`config.mk`:
```
export PLATFORM = sky130hd
export DESIGN_NAME = wb_divider_top
export DESIGN_NICKNAME = d
export VERILOG_FILES = /design/src/fxp_pkg.sv /design/src/wb_map_pkg.sv /design/src/divider_ifs.sv /design/src/divide.sv /design/src/fxp_divide.sv /design/src/wb_div_regs.sv /design/src/wb_divider_top.sv
export SDC_FILE = /design/constraint.sdc
export NUM_CORES = 1
export LEC_CHECK = 0
export ABC_CLOCK_PERIOD_IN_PS = 10000
export BUFFER_PORTS_ARGS = -buffer_cell sky130_fd_sc_hd__buf_2
export CAP_MARGIN = 20
export CORE_MARGIN = 1.5
export CORE_UTILIZATION = 45
export CTS_BUF_LIST = sky130_fd_sc_hd__clkbuf_4
export DETAILED_ROUTE_END_ITERATION = 12
export HOLD_SLACK_MARGIN = 0.1
export PLACE_DENSITY = 0.68
export SYNTH_ARGS = -nofsm -noshare
export SYNTH_HDL_FRONTEND = slang
export SYNTH_SLANG_ARGS = --single-unit
```
`constraint.sdc`:
```
create_clock -name clock -period 10 [get_ports clock]
set_clock_uncertainty 0.15 [all_clocks]
set_input_delay 2 -clock clock [delete_from_list [all_inputs] [get_ports clock]]
set_output_delay 2 -clock clock [all_outputs]
set_load 0.01 [all_outputs]
```
`src/fxp_pkg.sv`:
```
// Fixed-point arithmetic defaults and limits
package fxp_pkg;

    // ----------------------------------------
    // Operand format
    // ----------------------------------------

    // Total operand width in bits, sign bit included
    localparam int DEFAULT_DATA_WIDTH = 32;

    // Fraction bits of the Q format
    localparam int DEFAULT_QUANTIZED_BITS = 10;

    // ----------------------------------------
    // Limits
    // ----------------------------------------

    // An operand has to fit into one bus word
    localparam int MAX_DATA_WIDTH = 32;

endpackage

```
`src/wb_map_pkg.sv`:
```
// Wishbone word types and register map of the divider
package wb_map_pkg;

    typedef logic [31:0] wb_word_t;
    typedef logic [2:0]  wb_addr_t;   // Word address, adr[4:2]

    // ----------------------------------------
    // Register addresses
    // ----------------------------------------
    localparam wb_addr_t REG_OPERAND_A   = 3'd0;  // Dividend, read/write
    localparam wb_addr_t REG_OPERAND_B   = 3'd1;  // Divisor, read/write
    localparam wb_addr_t REG_CTRL_STATUS = 3'd2;
    localparam wb_addr_t REG_RESULT      = 3'd3;  // Quotient, read only
    localparam wb_addr_t REG_REMAINDER   = 3'd4;  // Read only

    // Control bits on write
    localparam int CTRL_START_BIT = 0;

    // Status bits on read
    localparam int STAT_BUSY_BIT      = 0;
    localparam int STAT_DONE_BIT      = 1;  // Sticky until next start
    localparam int STAT_DIV_ZERO_BIT  = 2;
    localparam int STAT_SATURATED_BIT = 3;

endpackage
```
`src/divider_ifs.sv`:
```
`timescale 1ns/1ps

// Unsigned divider handshake, DIV_WIDTH wide
interface div_if #(
    parameter int DIV_WIDTH = fxp_pkg::DEFAULT_DATA_WIDTH + fxp_pkg::DEFAULT_QUANTIZED_BITS
);
    logic                 start;
    logic [DIV_WIDTH-1:0] dividend;
    logic [DIV_WIDTH-1:0] divisor;
    logic                 busy;
    logic                 done;
    logic [DIV_WIDTH-1:0] quotient;
    logic [DIV_WIDTH-1:0] remainder;

    modport master (output start, dividend, divisor,
                    input  busy, done, quotient, remainder);

    modport divider (input  start, dividend, divisor,
                     output busy, done, quotient, remainder);
endinterface

// Signed fixed-point request and result between registers and arithmetic
interface fxp_if #(
    parameter int DATA_WIDTH = fxp_pkg::DEFAULT_DATA_WIDTH
);
    logic                  start;
    logic [DATA_WIDTH-1:0] operand_a;
    logic [DATA_WIDTH-1:0] operand_b;
    logic                  busy;
    logic                  done;
    logic [DATA_WIDTH-1:0] result;
    logic [DATA_WIDTH-1:0] remainder;
    logic                  div_by_zero;
    logic                  saturated;

    modport registers (output start, operand_a, operand_b,
                       input  busy, done, result, remainder, div_by_zero, saturated);

    modport arith (input  start, operand_a, operand_b,
                   output busy, done, result, remainder, div_by_zero, saturated);
endinterface

```
`src/divide.sv`:
```
`timescale 1ns/1ps

// Sequential non-restoring divider on unsigned operands, one quotient bit per clock
module divide #(
    parameter int DIV_WIDTH = fxp_pkg::DEFAULT_DATA_WIDTH + fxp_pkg::DEFAULT_QUANTIZED_BITS
)(
    input logic clock,
    input logic reset,
    div_if.divider div
);

    localparam int COUNT_WIDTH = $clog2(DIV_WIDTH + 1);

    typedef logic [DIV_WIDTH-1:0]   word_t;
    typedef logic [2*DIV_WIDTH:0]   eaq_t;    // {E, A, Q}
    typedef logic [COUNT_WIDTH-1:0] count_t;

    typedef enum logic [1:0] {
        st_idle,
        st_iterate,
        st_finish
    } state_t;

    state_t state, state_next;
    count_t count, count_next;
    eaq_t   eaq, eaq_next;
    word_t  divisor_q, divisor_next;
    logic [DIV_WIDTH:0] partial;  // Signed partial remainder, E and A

    // ----------------------------------------
    // State registers
    // ----------------------------------------
    always_ff @(posedge clock or posedge reset) begin
        if (reset) begin
            state <= st_idle;
            count <= '0;
        end else begin
            state <= state_next;
            count <= count_next;
        end
    end

    always_ff @(posedge clock) begin
        eaq       <= eaq_next;
        divisor_q <= divisor_next;
    end

    // ----------------------------------------
    // Next state and datapath
    // ----------------------------------------
    always_comb begin
        state_next   = state;
        count_next   = count;
        eaq_next     = eaq;
        divisor_next = divisor_q;
        partial      = '0;

        case (state)
            st_idle: begin
                if (div.start) begin
                    divisor_next = div.divisor;
                    eaq_next     = {1'b0, word_t'(0), div.dividend};
                    count_next   = '0;
                    state_next   = st_iterate;
                end
            end

            st_iterate: begin
                eaq_next = eaq << 1;
                // Sign of the previous remainder picks add or subtract
                if (eaq[2*DIV_WIDTH])
                    partial = eaq_next[2*DIV_WIDTH:DIV_WIDTH] + {1'b0, divisor_q};
                else
                    partial = eaq_next[2*DIV_WIDTH:DIV_WIDTH] - {1'b0, divisor_q};
                eaq_next[0] = ~partial[DIV_WIDTH];
                count_next  = count + 1'b1;
                if (count == count_t'(DIV_WIDTH - 1)) begin
                    if (partial[DIV_WIDTH])
                        partial = partial + {1'b0, divisor_q};  // Final correction
                    state_next = st_finish;
                end
                eaq_next[2*DIV_WIDTH:DIV_WIDTH] = partial;
            end

            st_finish: state_next = st_idle;

            default: state_next = st_idle;
        endcase
    end

    assign div.busy      = (state == st_iterate);
    assign div.done      = (state == st_finish);
    assign div.quotient  = eaq[DIV_WIDTH-1:0];
    assign div.remainder = eaq[2*DIV_WIDTH-1:DIV_WIDTH];

endmodule

```
`src/fxp_divide.sv`:
```
`timescale 1ns/1ps

// Signed fixed-point division around the unsigned divider
module fxp_divide #(
    parameter int DATA_WIDTH     = fxp_pkg::DEFAULT_DATA_WIDTH,
    parameter int QUANTIZED_BITS = fxp_pkg::DEFAULT_QUANTIZED_BITS
)(
    input logic clock,
    input logic reset,
    fxp_if.arith fxp,
    div_if.master div
);

    localparam int DIV_WIDTH = DATA_WIDTH + QUANTIZED_BITS;

    typedef logic [DATA_WIDTH-1:0] data_t;
    typedef logic [DIV_WIDTH-1:0]  div_word_t;

    localparam data_t MAX_VALUE = {1'b0, {(DATA_WIDTH-1){1'b1}}};
    localparam data_t MIN_VALUE = {1'b1, {(DATA_WIDTH-1){1'b0}}};

    typedef enum logic [1:0] {
        st_idle,
        st_launch,
        st_wait_div,
        st_done
    } state_t;

    state_t    state;
    logic      sign_q;          // Quotient sign
    logic      sign_r;          // Remainder sign, follows the dividend
    logic      zero_div;
    data_t     mag_a, mag_b;
    div_word_t dividend_q, divisor_q;
    data_t     result_q, remainder_q;
    logic      div_by_zero_q, saturated_q;
    logic      over;
    data_t     q_low, r_low, q_signed, r_signed;

    assign mag_a = fxp.operand_a[DATA_WIDTH-1] ? data_t'(-fxp.operand_a) : fxp.operand_a;
    assign mag_b = fxp.operand_b[DATA_WIDTH-1] ? data_t'(-fxp.operand_b) : fxp.operand_b;

    // ----------------------------------------
    // Sign restore and saturation
    // ----------------------------------------
    assign q_low = div.quotient[DATA_WIDTH-1:0];
    assign r_low = div.remainder[DATA_WIDTH-1:0];
    assign over  = sign_q ? (div.quotient > div_word_t'(MIN_VALUE))
                          : (div.quotient > div_word_t'(MAX_VALUE));

    always_comb begin
        if (over)
            q_signed = sign_q ? MIN_VALUE : MAX_VALUE;
        else
            q_signed = sign_q ? data_t'(-q_low) : q_low;
        r_signed = sign_r ? data_t'(-r_low) : r_low;
    end

    always_ff @(posedge clock or posedge reset) begin
        if (reset) begin
            state         <= st_idle;
            sign_q        <= 1'b0;
            sign_r        <= 1'b0;
            zero_div      <= 1'b0;
            result_q      <= '0;
            remainder_q   <= '0;
            div_by_zero_q <= 1'b0;
            saturated_q   <= 1'b0;
        end else begin
            case (state)
                st_idle: begin
                    if (fxp.start) begin
                        sign_q   <= fxp.operand_a[DATA_WIDTH-1] ^ fxp.operand_b[DATA_WIDTH-1];
                        sign_r   <= fxp.operand_a[DATA_WIDTH-1];
                        zero_div <= (fxp.operand_b == '0);
                        state    <= st_launch;
                    end
                end
                st_launch: begin
                    if (zero_div) begin     // Divider stays idle
                        result_q      <= sign_r ? MIN_VALUE : MAX_VALUE;
                        remainder_q   <= '0;
                        div_by_zero_q <= 1'b1;
                        saturated_q   <= 1'b0;
                        state         <= st_done;
                    end else begin
                        state <= st_wait_div;
                    end
                end
                st_wait_div: begin
                    if (div.done) begin
                        result_q      <= q_signed;
                        remainder_q   <= r_signed;
                        div_by_zero_q <= 1'b0;
                        saturated_q   <= over;
                        state         <= st_done;
                    end
                end
                default: state <= st_idle;
            endcase
        end
    end

    // Dividend magnitude pre-scaled by 2^QUANTIZED_BITS
    always_ff @(posedge clock) begin
        if (state == st_idle && fxp.start) begin
            dividend_q <= div_word_t'(mag_a) << QUANTIZED_BITS;
            divisor_q  <= div_word_t'(mag_b);
        end
    end

    assign div.start    = (state == st_launch) && !zero_div;
    assign div.dividend = dividend_q;
    assign div.divisor  = divisor_q;

    assign fxp.busy        = (state != st_idle);
    assign fxp.done        = (state == st_done);
    assign fxp.result      = result_q;
    assign fxp.remainder   = remainder_q;
    assign fxp.div_by_zero = div_by_zero_q;
    assign fxp.saturated   = saturated_q;

endmodule

```
`src/wb_div_regs.sv`:
```
`timescale 1ns/1ps

// Wishbone classic slave with operand, control/status and result registers
module wb_div_regs #(
    parameter int DATA_WIDTH = fxp_pkg::DEFAULT_DATA_WIDTH
)(
    input  logic                 clock,
    input  logic                 reset,
    input  logic                 cyc,
    input  logic                 stb,
    input  logic                 we,
    input  wb_map_pkg::wb_addr_t adr,
    input  wb_map_pkg::wb_word_t dat_w,
    output wb_map_pkg::wb_word_t dat_r,
    output logic                 ack,
    fxp_if.registers fxp
);

    typedef logic [DATA_WIDTH-1:0] data_t;

    data_t operand_a, operand_b;
    data_t result_q, remainder_q;
    logic  done_q, div_zero_q, saturated_q;
    logic  start_q;
    logic  access;
    wb_map_pkg::wb_word_t status_word, read_word;

    function automatic wb_map_pkg::wb_word_t sign_extend(data_t value);
        logic signed [fxp_pkg::MAX_DATA_WIDTH-1:0] wide;
        wide = signed'(value);
        return wb_map_pkg::wb_word_t'(wide);
    endfunction

    assign access = cyc && stb && !ack;  // One access per classic cycle

    // ----------------------------------------
    // Read mux
    // ----------------------------------------
    always_comb begin
        status_word = '0;
        status_word[wb_map_pkg::STAT_BUSY_BIT]      = fxp.busy;  // Live
        status_word[wb_map_pkg::STAT_DONE_BIT]      = done_q;
        status_word[wb_map_pkg::STAT_DIV_ZERO_BIT]  = div_zero_q;
        status_word[wb_map_pkg::STAT_SATURATED_BIT] = saturated_q;
    end

    always_comb begin
        case (adr)
            wb_map_pkg::REG_OPERAND_A:   read_word = sign_extend(operand_a);
            wb_map_pkg::REG_OPERAND_B:   read_word = sign_extend(operand_b);
            wb_map_pkg::REG_CTRL_STATUS: read_word = status_word;
            wb_map_pkg::REG_RESULT:      read_word = sign_extend(result_q);
            wb_map_pkg::REG_REMAINDER:   read_word = sign_extend(remainder_q);
            default:                     read_word = '0;
        endcase
    end

    // ----------------------------------------
    // Bus cycles and register updates
    // ----------------------------------------
    always_ff @(posedge clock or posedge reset) begin
        if (reset) begin
            ack         <= 1'b0;
            dat_r       <= '0;
            operand_a   <= '0;
            operand_b   <= '0;
            start_q     <= 1'b0;
            done_q      <= 1'b0;
            div_zero_q  <= 1'b0;
            saturated_q <= 1'b0;
            result_q    <= '0;
            remainder_q <= '0;
        end else begin
            ack     <= access;
            start_q <= 1'b0;
            if (access && !we)
                dat_r <= read_word;
            if (access && we) begin
                case (adr)
                    wb_map_pkg::REG_OPERAND_A: operand_a <= dat_w[DATA_WIDTH-1:0];
                    wb_map_pkg::REG_OPERAND_B: operand_b <= dat_w[DATA_WIDTH-1:0];
                    wb_map_pkg::REG_CTRL_STATUS: begin
                        if (dat_w[wb_map_pkg::CTRL_START_BIT] && !fxp.busy) begin
                            start_q <= 1'b1;
                            done_q  <= 1'b0;
                        end
                    end
                    default: ;  // Read-only and unmapped words
                endcase
            end
            if (fxp.done) begin
                result_q    <= fxp.result;
                remainder_q <= fxp.remainder;
                div_zero_q  <= fxp.div_by_zero;
                saturated_q <= fxp.saturated;
                done_q      <= 1'b1;
            end
        end
    end

    assign fxp.start     = start_q;
    assign fxp.operand_a = operand_a;
    assign fxp.operand_b = operand_b;

endmodule

```
`src/wb_divider_top.sv`:
```
`timescale 1ns/1ps

// Fixed-point divide coprocessor on a Wishbone classic bus
module wb_divider_top #(
    parameter int DATA_WIDTH     = fxp_pkg::DEFAULT_DATA_WIDTH,
    parameter int QUANTIZED_BITS = fxp_pkg::DEFAULT_QUANTIZED_BITS
)(
    input  logic        clock,
    input  logic        reset,
    input  logic        cyc,
    input  logic        stb,
    input  logic        we,
    input  logic [31:0] adr,
    input  logic [31:0] dat_w,
    output logic [31:0] dat_r,
    output logic        ack
);

    // Operands cannot be wider than a bus word
    localparam int OPERAND_WIDTH = (DATA_WIDTH > fxp_pkg::MAX_DATA_WIDTH) ?
                                   fxp_pkg::MAX_DATA_WIDTH : DATA_WIDTH;
    localparam int DIV_WIDTH     = OPERAND_WIDTH + QUANTIZED_BITS;

    wb_map_pkg::wb_addr_t word_adr;

    assign word_adr = adr[4:2];

    fxp_if #(.DATA_WIDTH(OPERAND_WIDTH)) fxp_bus ();
    div_if #(.DIV_WIDTH(DIV_WIDTH))      div_bus ();

    wb_div_regs #(.DATA_WIDTH(OPERAND_WIDTH)) wb_div_regs_i (
        .clock (clock),
        .reset (reset),
        .cyc   (cyc),
        .stb   (stb),
        .we    (we),
        .adr   (word_adr),
        .dat_w (dat_w),
        .dat_r (dat_r),
        .ack   (ack),
        .fxp   (fxp_bus.registers)
    );

    fxp_divide #(
        .DATA_WIDTH     (OPERAND_WIDTH),
        .QUANTIZED_BITS (QUANTIZED_BITS)
    ) fxp_divide_i (
        .clock (clock),
        .reset (reset),
        .fxp   (fxp_bus.arith),
        .div   (div_bus.master)
    );

    divide #(.DIV_WIDTH(DIV_WIDTH)) divide_i (
        .clock (clock),
        .reset (reset),
        .div   (div_bus.divider)
    );

endmodule

```
==> out/results.env, run 1 <==
RUN_STATUS='completed'
SYNTHESIS.INSTANCES=2351
HPWLAFTERDP_UM=50000
HOLD_DEPTH=0
FINAL_PERIOD_MINUS_WORST_SETUP_SLACK_NS=7.65
CTS_MAX_LEVEL=3
YOSYSSEQAREASHARE=0.477
TIMING.SLEW.HEADROOM=0.317
HP-START='fxp_divide_i.div.divisor[11]'
CTSLONGESTPATHBUFFERS=3
SETUP.WORST_PATH.CLASS='reg -> reg'
SYNTH_SIMPLE_GATE_AREA_FRAC=0.138
SYNTH.CELL_AREA_SQ_UM=24200
LATEST_CLOCK_ARRIVAL_WITHIN_THE_WORST_SKEW_PAIR_NS=0.84
PERIOD_SHARE=0.765
HOLD_PATH_END='divide_i.divisor_q[11]'
TIMING_MAX_TRANSITION_VIOLATIONS_FINAL=0
CLOCK-SINKS=425
INITIAL_CORE_UTIL=0.457
DETAIL_ROUTE.ITER0.VIOLATIONS=1293
POST_CTS.RESIZED_INSTANCES=0
SYNTH.MUX.AREA_FRACTION=0.0729
DIE_AREA_SQ_UM=55100
SETUP-VIOLATIONS-FINAL=0
POST_SYNTH.CELL_AREA_AVG_SQ_UM=10.3
ROUTED_WL_UM=68700
GRT_ANTENNA_BEFORE_REPAIR=2
NETLIST_TOP_CELLS_AREA='dfrtp_1 25%, edfxtp_1 22%, mux2_2 6.0%'
FP-ROW-COUNT=84
SLOWEST_STAGE='a311oi_1'
END_KIND='flop'
DIE_H_UM=235
WORSTPATHARRIVAL_NS=8.09
SYNTH.CELLS.MOST_FREQUENT='306 x nand2_1, 244 x dfrtp_1, 181 x edfxtp_1, 172 x o21ai_0, 141 x nor2_1'
TIMING.SETUP.TNS_NS=0
WORST_PIN_SLEW_NS=1.02
GRT_USE_TOTAL=0.248
MAXIMUM_NUMBER_OF_PINS_ON_ONE_NET_BEFORE_GLOBAL_ROUTE_REPAIR=107
REGTOREGSETUPSLACK_NS=2.35
FINAL_ANTENNA_NET_COUNT=0
DESIGN.PORTCOUNT=102
R2R_PATH_END='divide_i.eaq[83]'
RR_WORST_DEPTH=25
DESIGN.FINAL.NETS=2599
DRT_DRC_VIOLATIONS_LEFT=0
POSTCTSHOLDBUFS=0
POST_CTS_BUFFERS=0
GLOBALROUTE.TOTALOVERFLOW=0
R2R_START='divide_i.divisor_q[3]'
CTS-BUFFERS-INSERTED=110
SYNTH_LARGEST_TYPE_AREA_FRACTION=0.253
DRT_PASS1_ITERATIONS=5
TIMING.CRITICAL_PATH.REQUIRED_NS=10.43
CTS.REPORTEDPATHS.CLKPINSLEW_NS=0.07
SYNTH_COMPOUND_GATE_AREA_SHARE=0.159
POSTSYNTHNETCOUNT=2510
ACHIEVABLE-FREQUENCY_MHz=131
DIE_WIDTH_UM=235
SYNTH_CELL_TYPES=76
YOSYS.AREA_SHARE.XOR_XNOR=0.0793
YS_SEQ_ELEMENTS=425
GRT_SETUP_UNREPAIRED='no'
TRITONCTS='built'
CRITICAL_PATH.MAX_STAGE_DELAY_NS=0.55
MOST_FREQUENT_CELL_AFTER_SYNTHESIS='nand2_1'
WORSTHOLDPATHTYPE='reg -> reg'
HOLD_VIOL=0
AVGVIACOUNTPERCELL=5.91
CLOCK_TREE.ROOT_CELL='clkbuf_4'
PLACE.GP.CONGESTION=0.962
FIRST_PASS_GRT_WIRE_LENGTH_UM=107000
STARTPOINT_TYPE='flop'
ASYNC_SR_FLOP_FRACTION=0.574
SYN_TO_FINAL_GROWTH_PCT=10.1
NUMBER_OF_FLOPS_MAPPED_TO_ENABLE_CELLS_BY_YOSYS=181
FIRST_GLOBAL_VIAS=18823
FINAL_LAYOUT_SIZE_SUFFIX_GT1_FRAC=0.176
AVERAGE_DETAILED_ROUTED_WIRE_LENGTH_PER_INSTANCE_UM=21.3
SYNTHFLOPTYPE='dfrtp_1'
ADDER_CELL_SHARE_OF_THE_SYNTHESIZED_AREA=0.0472
PATH_MAX_FANOUT=8
FIN_HOLD_WS_NS=0.264
SYNTH_TOP_FAMILY_BY_AREA='compound AO/OA/AOI/OAI gates'
SYNTH_TOP_AREA_CELL='dfrtp_1'
YS.WARNINGS.COUNT=0
PLACE.PORT_BUFFERS=72
VIAS=19003
MAXCAPVIOLCOUNT=0
FP.COREAREA_SQ_UM=52900
-- flip-flops by register name (all words and copies together), names as in the netlist, 2 cells and up --
register                     flops
fxp_divide_i.div.divisor        32
divide_i.count                   6
wb_div_regs_i.fxp.operand_a     32
wb_div_regs_i.result_q          32
divide_i.eaq                    85
fxp_divide_i.state               2
fxp_divide_i.div.dividend       32
wb_div_regs_i.fxp.operand_b     32
wb_div_regs_i.dat_r             32
divide_i.divisor_q              32
fxp_divide_i.fxp.result         32
divide_i.state                   2
wb_div_regs_i.remainder_q       32
fxp_divide_i.fxp.remainder      32
-- through the flow --
| step | worst slack (ns) | instances | instance area, sq um | util |
|---|---|---|---|---|
| global placement | 2.58 | 3016 | 25200 | 0.476 |
| global route | 1.59 | 3216 | 26600 | 0.504 |
| finish | 2.35 | 3216 | 26600 | 0.504 |
| CTS | 2.42 | 3213 | 26600 | 0.504 |
| floorplan | 1.15 | 2351 | 24200 | - |
| detailed placement | 2.47 | 3016 | 25200 | 0.476 |
-- cells by family after synthesis --
| kind of cell | count (synthesis) |
|---|---|
| buffers and inverters | 167 |
| adders and majority gates | 90 |
| DFF | 425 |
| and+or+nand+nor | 709 |
| AOI/OAI and AO/OA | 581 |
| xor gates and xnor gates | 219 |
| muxes | 160 |
-- final cells by class --
type	count	area (sq um)
clock inverters	22	120
inverters	47	184
fillers	4818	26200
well taps	688	861
diodes	3	7.51
clock buffers	175	1310
multi-input cells	1759	12100
flip-flops and latches	425	11500
repair buffers	97	548
-- worst max-delay path: cells and delay by family, from the launching register on --
family          cells  cell delay (ns)
compound gates      8             2.29
flops               1             0.48
fa+ha+maj           2             0.85
simple gates       13             3.33
xor+xnor            2             0.29
-- cells in the final DEF (no fill, tap or decap), types with 29 or more instances in the layout --
cell type  count
o22a_1        31
a21oi_1      124
xnor2_1      111
o21ai_0      172
o31ai_1       37
ha_1          87
or3_1         34
clkbuf_4     175
mux2i_1       32
a221oi_1      34
dfrtp_1      244
xor2_1       108
mux2_2       128
edfxtp_1     181
nand3_1       34
a22o_1        29
nor3_1        39
nand2_1      304
a21o_1        40
inv_1         45
nor2_1       139
buf_2         72
-- per-layer routing --
metal	global-route usage	vias to the layer above	share of wire
li1	-	8839	-
met1	0.343	9442	0.45
met2	0.401	620	0.47
met3	0.0358	102	0.058
met4	0.0830	0	0.023
met5	0	-	0
-- worst max-delay path by stage --
stage          slack [ns]  cells past startpoint           endpoint             startpoint
4_1_cts              2.42                     25   divide_i.eaq[83]  divide_i.divisor_q[3]
2_1_floorplan        1.15                      1  divide_i.count[0]                  reset
3_3_place_gp         2.58                     25   divide_i.eaq[83]  divide_i.divisor_q[3]
6_report             2.35                     25   divide_i.eaq[83]  divide_i.divisor_q[3]
3_5_place_dp         2.47                     25   divide_i.eaq[83]  divide_i.divisor_q[3]
5_1_grt              1.59                     25   divide_i.eaq[83]  divide_i.divisor_q[3]
Power of run 1 is left out: the tool's default activity adds up to more than one toggle a clock period on the data nets, which glitch-free logic cannot reach.
==> run 2: changes to the inputs <==
ABC_AREA = 1   (was unset)
ABC_CLOCK_PERIOD_IN_PS = 6900   (was 10000)
PLACE_DENSITY = 0.7   (was 0.68)
clock period = 6.9 ns   (was 10 ns; I/O delays follow)
==> run 2 against run 1 <==
  * Register-to-register slack worse by 1.5 ns
  * First-iteration DRC count increased by 74%
  * Routed wire length grew 11%
  * Area after synthesis up 6.7%
  * Sequential cell count stayed put
  * Global-route usage increased by 0.96 points
  * Critical endpoint is now divide_i.eaq[75]
  * Largest cell class unchanged
==> out/results.env, run 2 <==
INITIAL_CORE_UTIL=0.457  # about the same
CTSLONGESTPATHBUFFERS=3  # unchanged
FIN_HOLD_WS_NS=0.261  # was 0.264 ns
SYNTH.CELLS.MOST_FREQUENT='896 x nand2_1, 458 x inv_1, 373 x o21ai_0, 304 x nor2_1, 244 x dfrtp_1'  # was 306 x nand2_1, 244 x dfrtp_1, 181 x edfxtp_1, 172 x o21ai_0, 141 x nor2_1
SYNTH_LARGEST_TYPE_AREA_FRACTION=0.237  # was 0.253
TIMING.SETUP.TNS_NS=0  # unchanged
MAXCAPVIOLCOUNT=0  # unchanged
FINAL_COMMON_CELL='nand2_1'  # unchanged
MOST-COMMON-LAYOUT-CELLS='894 x nand2_1, 454 x inv_1, 373 x o21ai_0'  # was 304 x nand2_1, 244 x dfrtp_1, 181 x edfxtp_1
SETUP.WORST_PATH.CLASS='reg -> reg'  # unchanged
PLACE.GP.CONGESTION=0.952  # was 0.962
GLOBALROUTE.TOTALOVERFLOW=0  # unchanged
R2R_START='divide_i.divisor_q[0]'  # was divide_i.divisor_q[3]
WORSTSETUPENDPOINT='divide_i.eaq[75]'  # was divide_i.eaq[83]
FINAL_ANTENNA_NET_COUNT=0  # unchanged
FINAL_PERIOD_MINUS_WORST_SETUP_SLACK_NS=6.05  # was 7.65 ns
SYNTH_TOP_AREA_CELL='dfrtp_1'  # unchanged
WORST_SETUP_PATH_STARTPOINT='divide_i.divisor_q[0]'  # was divide_i.divisor_q[3]
FP-ROW-COUNT=87  # was 84
WORST_PIN_SLEW_NS=1.11  # was 1.02 ns
REGISTER_NAME_WITH_THE_MOST_FLOPS='divide_i.eaq'  # unchanged
PLACE_AREA_SQ_UM=27000  # was 25200 sq um
CLOCK_TREE.ROOT_CELL='clkbuf_4'  # unchanged
CRITICAL_PATH.MAX_STAGE_DELAY_NS=0.50  # was 0.55 ns
YS_SEQ_ELEMENTS=425  # unchanged
DRT_DRC_VIOLATIONS_LEFT=0  # unchanged
WORSTPATHARRIVAL_NS=6.51  # was 8.09 ns
SYN_TO_FINAL_GROWTH_PCT=10.6  # was 10.1%
SYNTH_CELL_TYPES=61  # was 76
FILLERINSTANCES=5495  # was 4818
PLACE.PORT_BUFFERS=72  # unchanged
NETLIST_TOP_CELLS_AREA='dfrtp_1 24%, edfxtp_1 21%, nand2_1 13%'  # was dfrtp_1 25%, edfxtp_1 22%, mux2_2 6.0%
FIRST_PASS_GRT_WIRE_LENGTH_UM=119000  # was 107000 um
MOST_FREQUENT_CELL_AFTER_SYNTHESIS='nand2_1'  # unchanged
LATEST_CLOCK_ARRIVAL_WITHIN_THE_WORST_SKEW_PAIR_NS=0.88  # was 0.84 ns
AVERAGE_DETAILED_ROUTED_WIRE_LENGTH_PER_INSTANCE_UM=17.6  # was 21.3 um
NUMBER_OF_FLOPS_MAPPED_TO_ENABLE_CELLS_BY_YOSYS=181  # unchanged
SYNTH.CELL_AREA_SQ_UM=25800  # was 24200 sq um
FP.COREAREA_SQ_UM=56500  # was 52900 sq um
RR_WORST_DEPTH=34  # was 25
HPWLAFTERDP_UM=57600  # was 50000 um
MAXIMUM_NUMBER_OF_PINS_ON_ONE_NET_BEFORE_GLOBAL_ROUTE_REPAIR=157  # was 107
REGTOREGSETUPSLACK_NS=0.85  # was 2.35 ns
TIMING.CRITICAL_PATH.REQUIRED_NS=7.36  # was 10.43 ns
SYNTHESIS.INSTANCES=3345  # was 2351
END_KIND='flop'  # unchanged
FINAL_CELL_AREA_SQ_UM=28500  # was 26600 sq um
SEQUENTIAL_CELL_AREA_SQ_UM=11500  # unchanged
GRT_SETUP_UNREPAIRED='no'  # unchanged
POST_CTS_BUFFERS=0  # unchanged
POSTCTSHOLDBUFS=0  # unchanged
CRIT_PATH_SETUP_SLACK_LAYOUT_NS=0.846  # was 2.35 ns
SETUP-VIOLATIONS-FINAL=0  # unchanged
DIE_H_UM=242  # was 235 um
POSTSYNTHNETCOUNT=3504  # was 2510
FIRST_GLOBAL_VIAS=21563  # was 18823
CTS_MAX_LEVEL=3  # unchanged
DIE_WIDTH_UM=242  # was 235 um
YOSYSSEQAREASHARE=0.447  # was 0.477
FINAL_LAYOUT_SIZE_SUFFIX_GT1_FRAC=0.104  # was 0.176
PRE_CTS_WS_NS=1.03  # was 2.47 ns
ACHIEVABLE-FREQUENCY_MHz=165  # was 131 MHz
TIMING.SLEW.HEADROOM=0.255  # was 0.317
LARGEST_REG_FLOPS=85  # unchanged
SLOWEST_STAGE='xnor2_1'  # was a311oi_1
POST_CTS.RESIZED_INSTANCES=0  # unchanged
RUN_STATUS='completed'  # unchanged
CTS-BUFFERS-INSERTED=114  # was 110
ROUTED_WL_UM=76000  # was 68700 um
PATH_MAX_FANOUT=5  # was 8
CLOCK-SINKS=425  # unchanged
DESIGN.FINAL.NETS=3624  # was 2599
POST_SYNTH.CELL_AREA_AVG_SQ_UM=7.71  # was 10.3 sq um
DESIGN.PORTCOUNT=102  # unchanged
HOLD_VIOL=0  # unchanged
PERIOD_SHARE=0.877  # was 0.765
DIE_AREA_SQ_UM=58800  # was 55100 sq um
CTS.REPORTEDPATHS.CLKPINSLEW_NS=0.07  # about the same
STARTPOINT_TYPE='flop'  # unchanged
YS.WARNINGS.COUNT=0  # unchanged
CRIT_PATH_FREQUENT_CELL='nand2_1'
ASYNC_SR_FLOP_FRACTION=0.574  # unchanged
WORSTHOLDPATHTYPE='reg -> reg'  # unchanged
TIMING_MAX_TRANSITION_VIOLATIONS_FINAL=0  # unchanged
VIAS=22852  # was 19003
DETAIL_ROUTE.ITER0.VIOLATIONS=2256  # was 1293
GRT_ANTENNA_BEFORE_REPAIR=2  # unchanged
AVGVIACOUNTPERCELL=5.28  # was 5.91
R2R_PATH_END='divide_i.eaq[75]'  # was divide_i.eaq[83]
DRT_PASS1_ITERATIONS=8  # was 5
SYNTHFLOPTYPE='dfrtp_1'  # unchanged
MULTIINPUTGATEAREA_SQ_UM=12200  # was 12100 sq um
GRT_USE_TOTAL=0.258  # was 0.248
TRITONCTS='built'  # unchanged
run 2: cell type report:
cell class | count | share of cell area
clock buffer | 169 | 0.0445
antenna | 3 | 0.000263
clock inverter | 47 | 0.00890
inverter | 467 | 0.0616
multi-input combinational | 2359 | 0.426
tap | 756 | 0.0332
sequential | 425 | 0.404
timing repair buffer | 98 | 0.0208
run 2: routing by layer:
metal / vias up / global-route usage / part of all wire
li1: 11192 / - / -
met1: 10646 / 0.348 / 0.44
met2: 865 / 0.414 / 0.46
met3: 149 / 0.0390 / 0.068
met4: 0 / 0.105 / 0.036
met5: - / 0 / 0
run 2: cells by family after synthesis:
kind of cell    Yosys count  share of synthesized area
xor+xnor                171                     0.0581
compound gates          627                      0.130
buf+inv                 561                     0.0826
simple gates           1471                      0.238
flops                   425                      0.447
fa+ha+maj                90                     0.0442
run 2: worst min path at each step:
stage / from / end / slack (ns) / cells after the start
after floorplan: fxp_divide_i.div.divisor[0] / divide_i.divisor_q[0] / 0.25 / 0
after global placement: fxp_divide_i.div.divisor[20] / divide_i.divisor_q[20] / 0.25 / 0
after detailed placement: fxp_divide_i.div.divisor[16] / divide_i.divisor_q[16] / 0.25 / 0
after CTS: fxp_divide_i.div.divisor[17] / divide_i.divisor_q[17] / 0.26 / 0
after global routing: fxp_divide_i.div.divisor[15] / divide_i.divisor_q[15] / 0.27 / 0
final: fxp_divide_i.div.divisor[19] / divide_i.divisor_q[19] / 0.26 / 0
run 2: critical path, delay by kind of cell (launching register included):
family                   cells  cell delay [ns]
flip-flops                   1             0.44
buffers and inverters        6             0.58
AO/OA/AOI/OAI                2             0.28
AND/OR/NAND/NOR             21             2.91
XOR/XNOR                     2             0.65
adder cells (fa/ha/maj)      3             0.82
run 2: through the flow:
stage | std cells | util
final | 4324 | 0.505
after global routing | 4324 | 0.505
after CTS | 4319 | 0.504
after detailed placement | 4103 | 0.477
after global placement | 4103 | 0.477
after floorplan | 3345 | -
Power of run 2 is left out for the same reason.
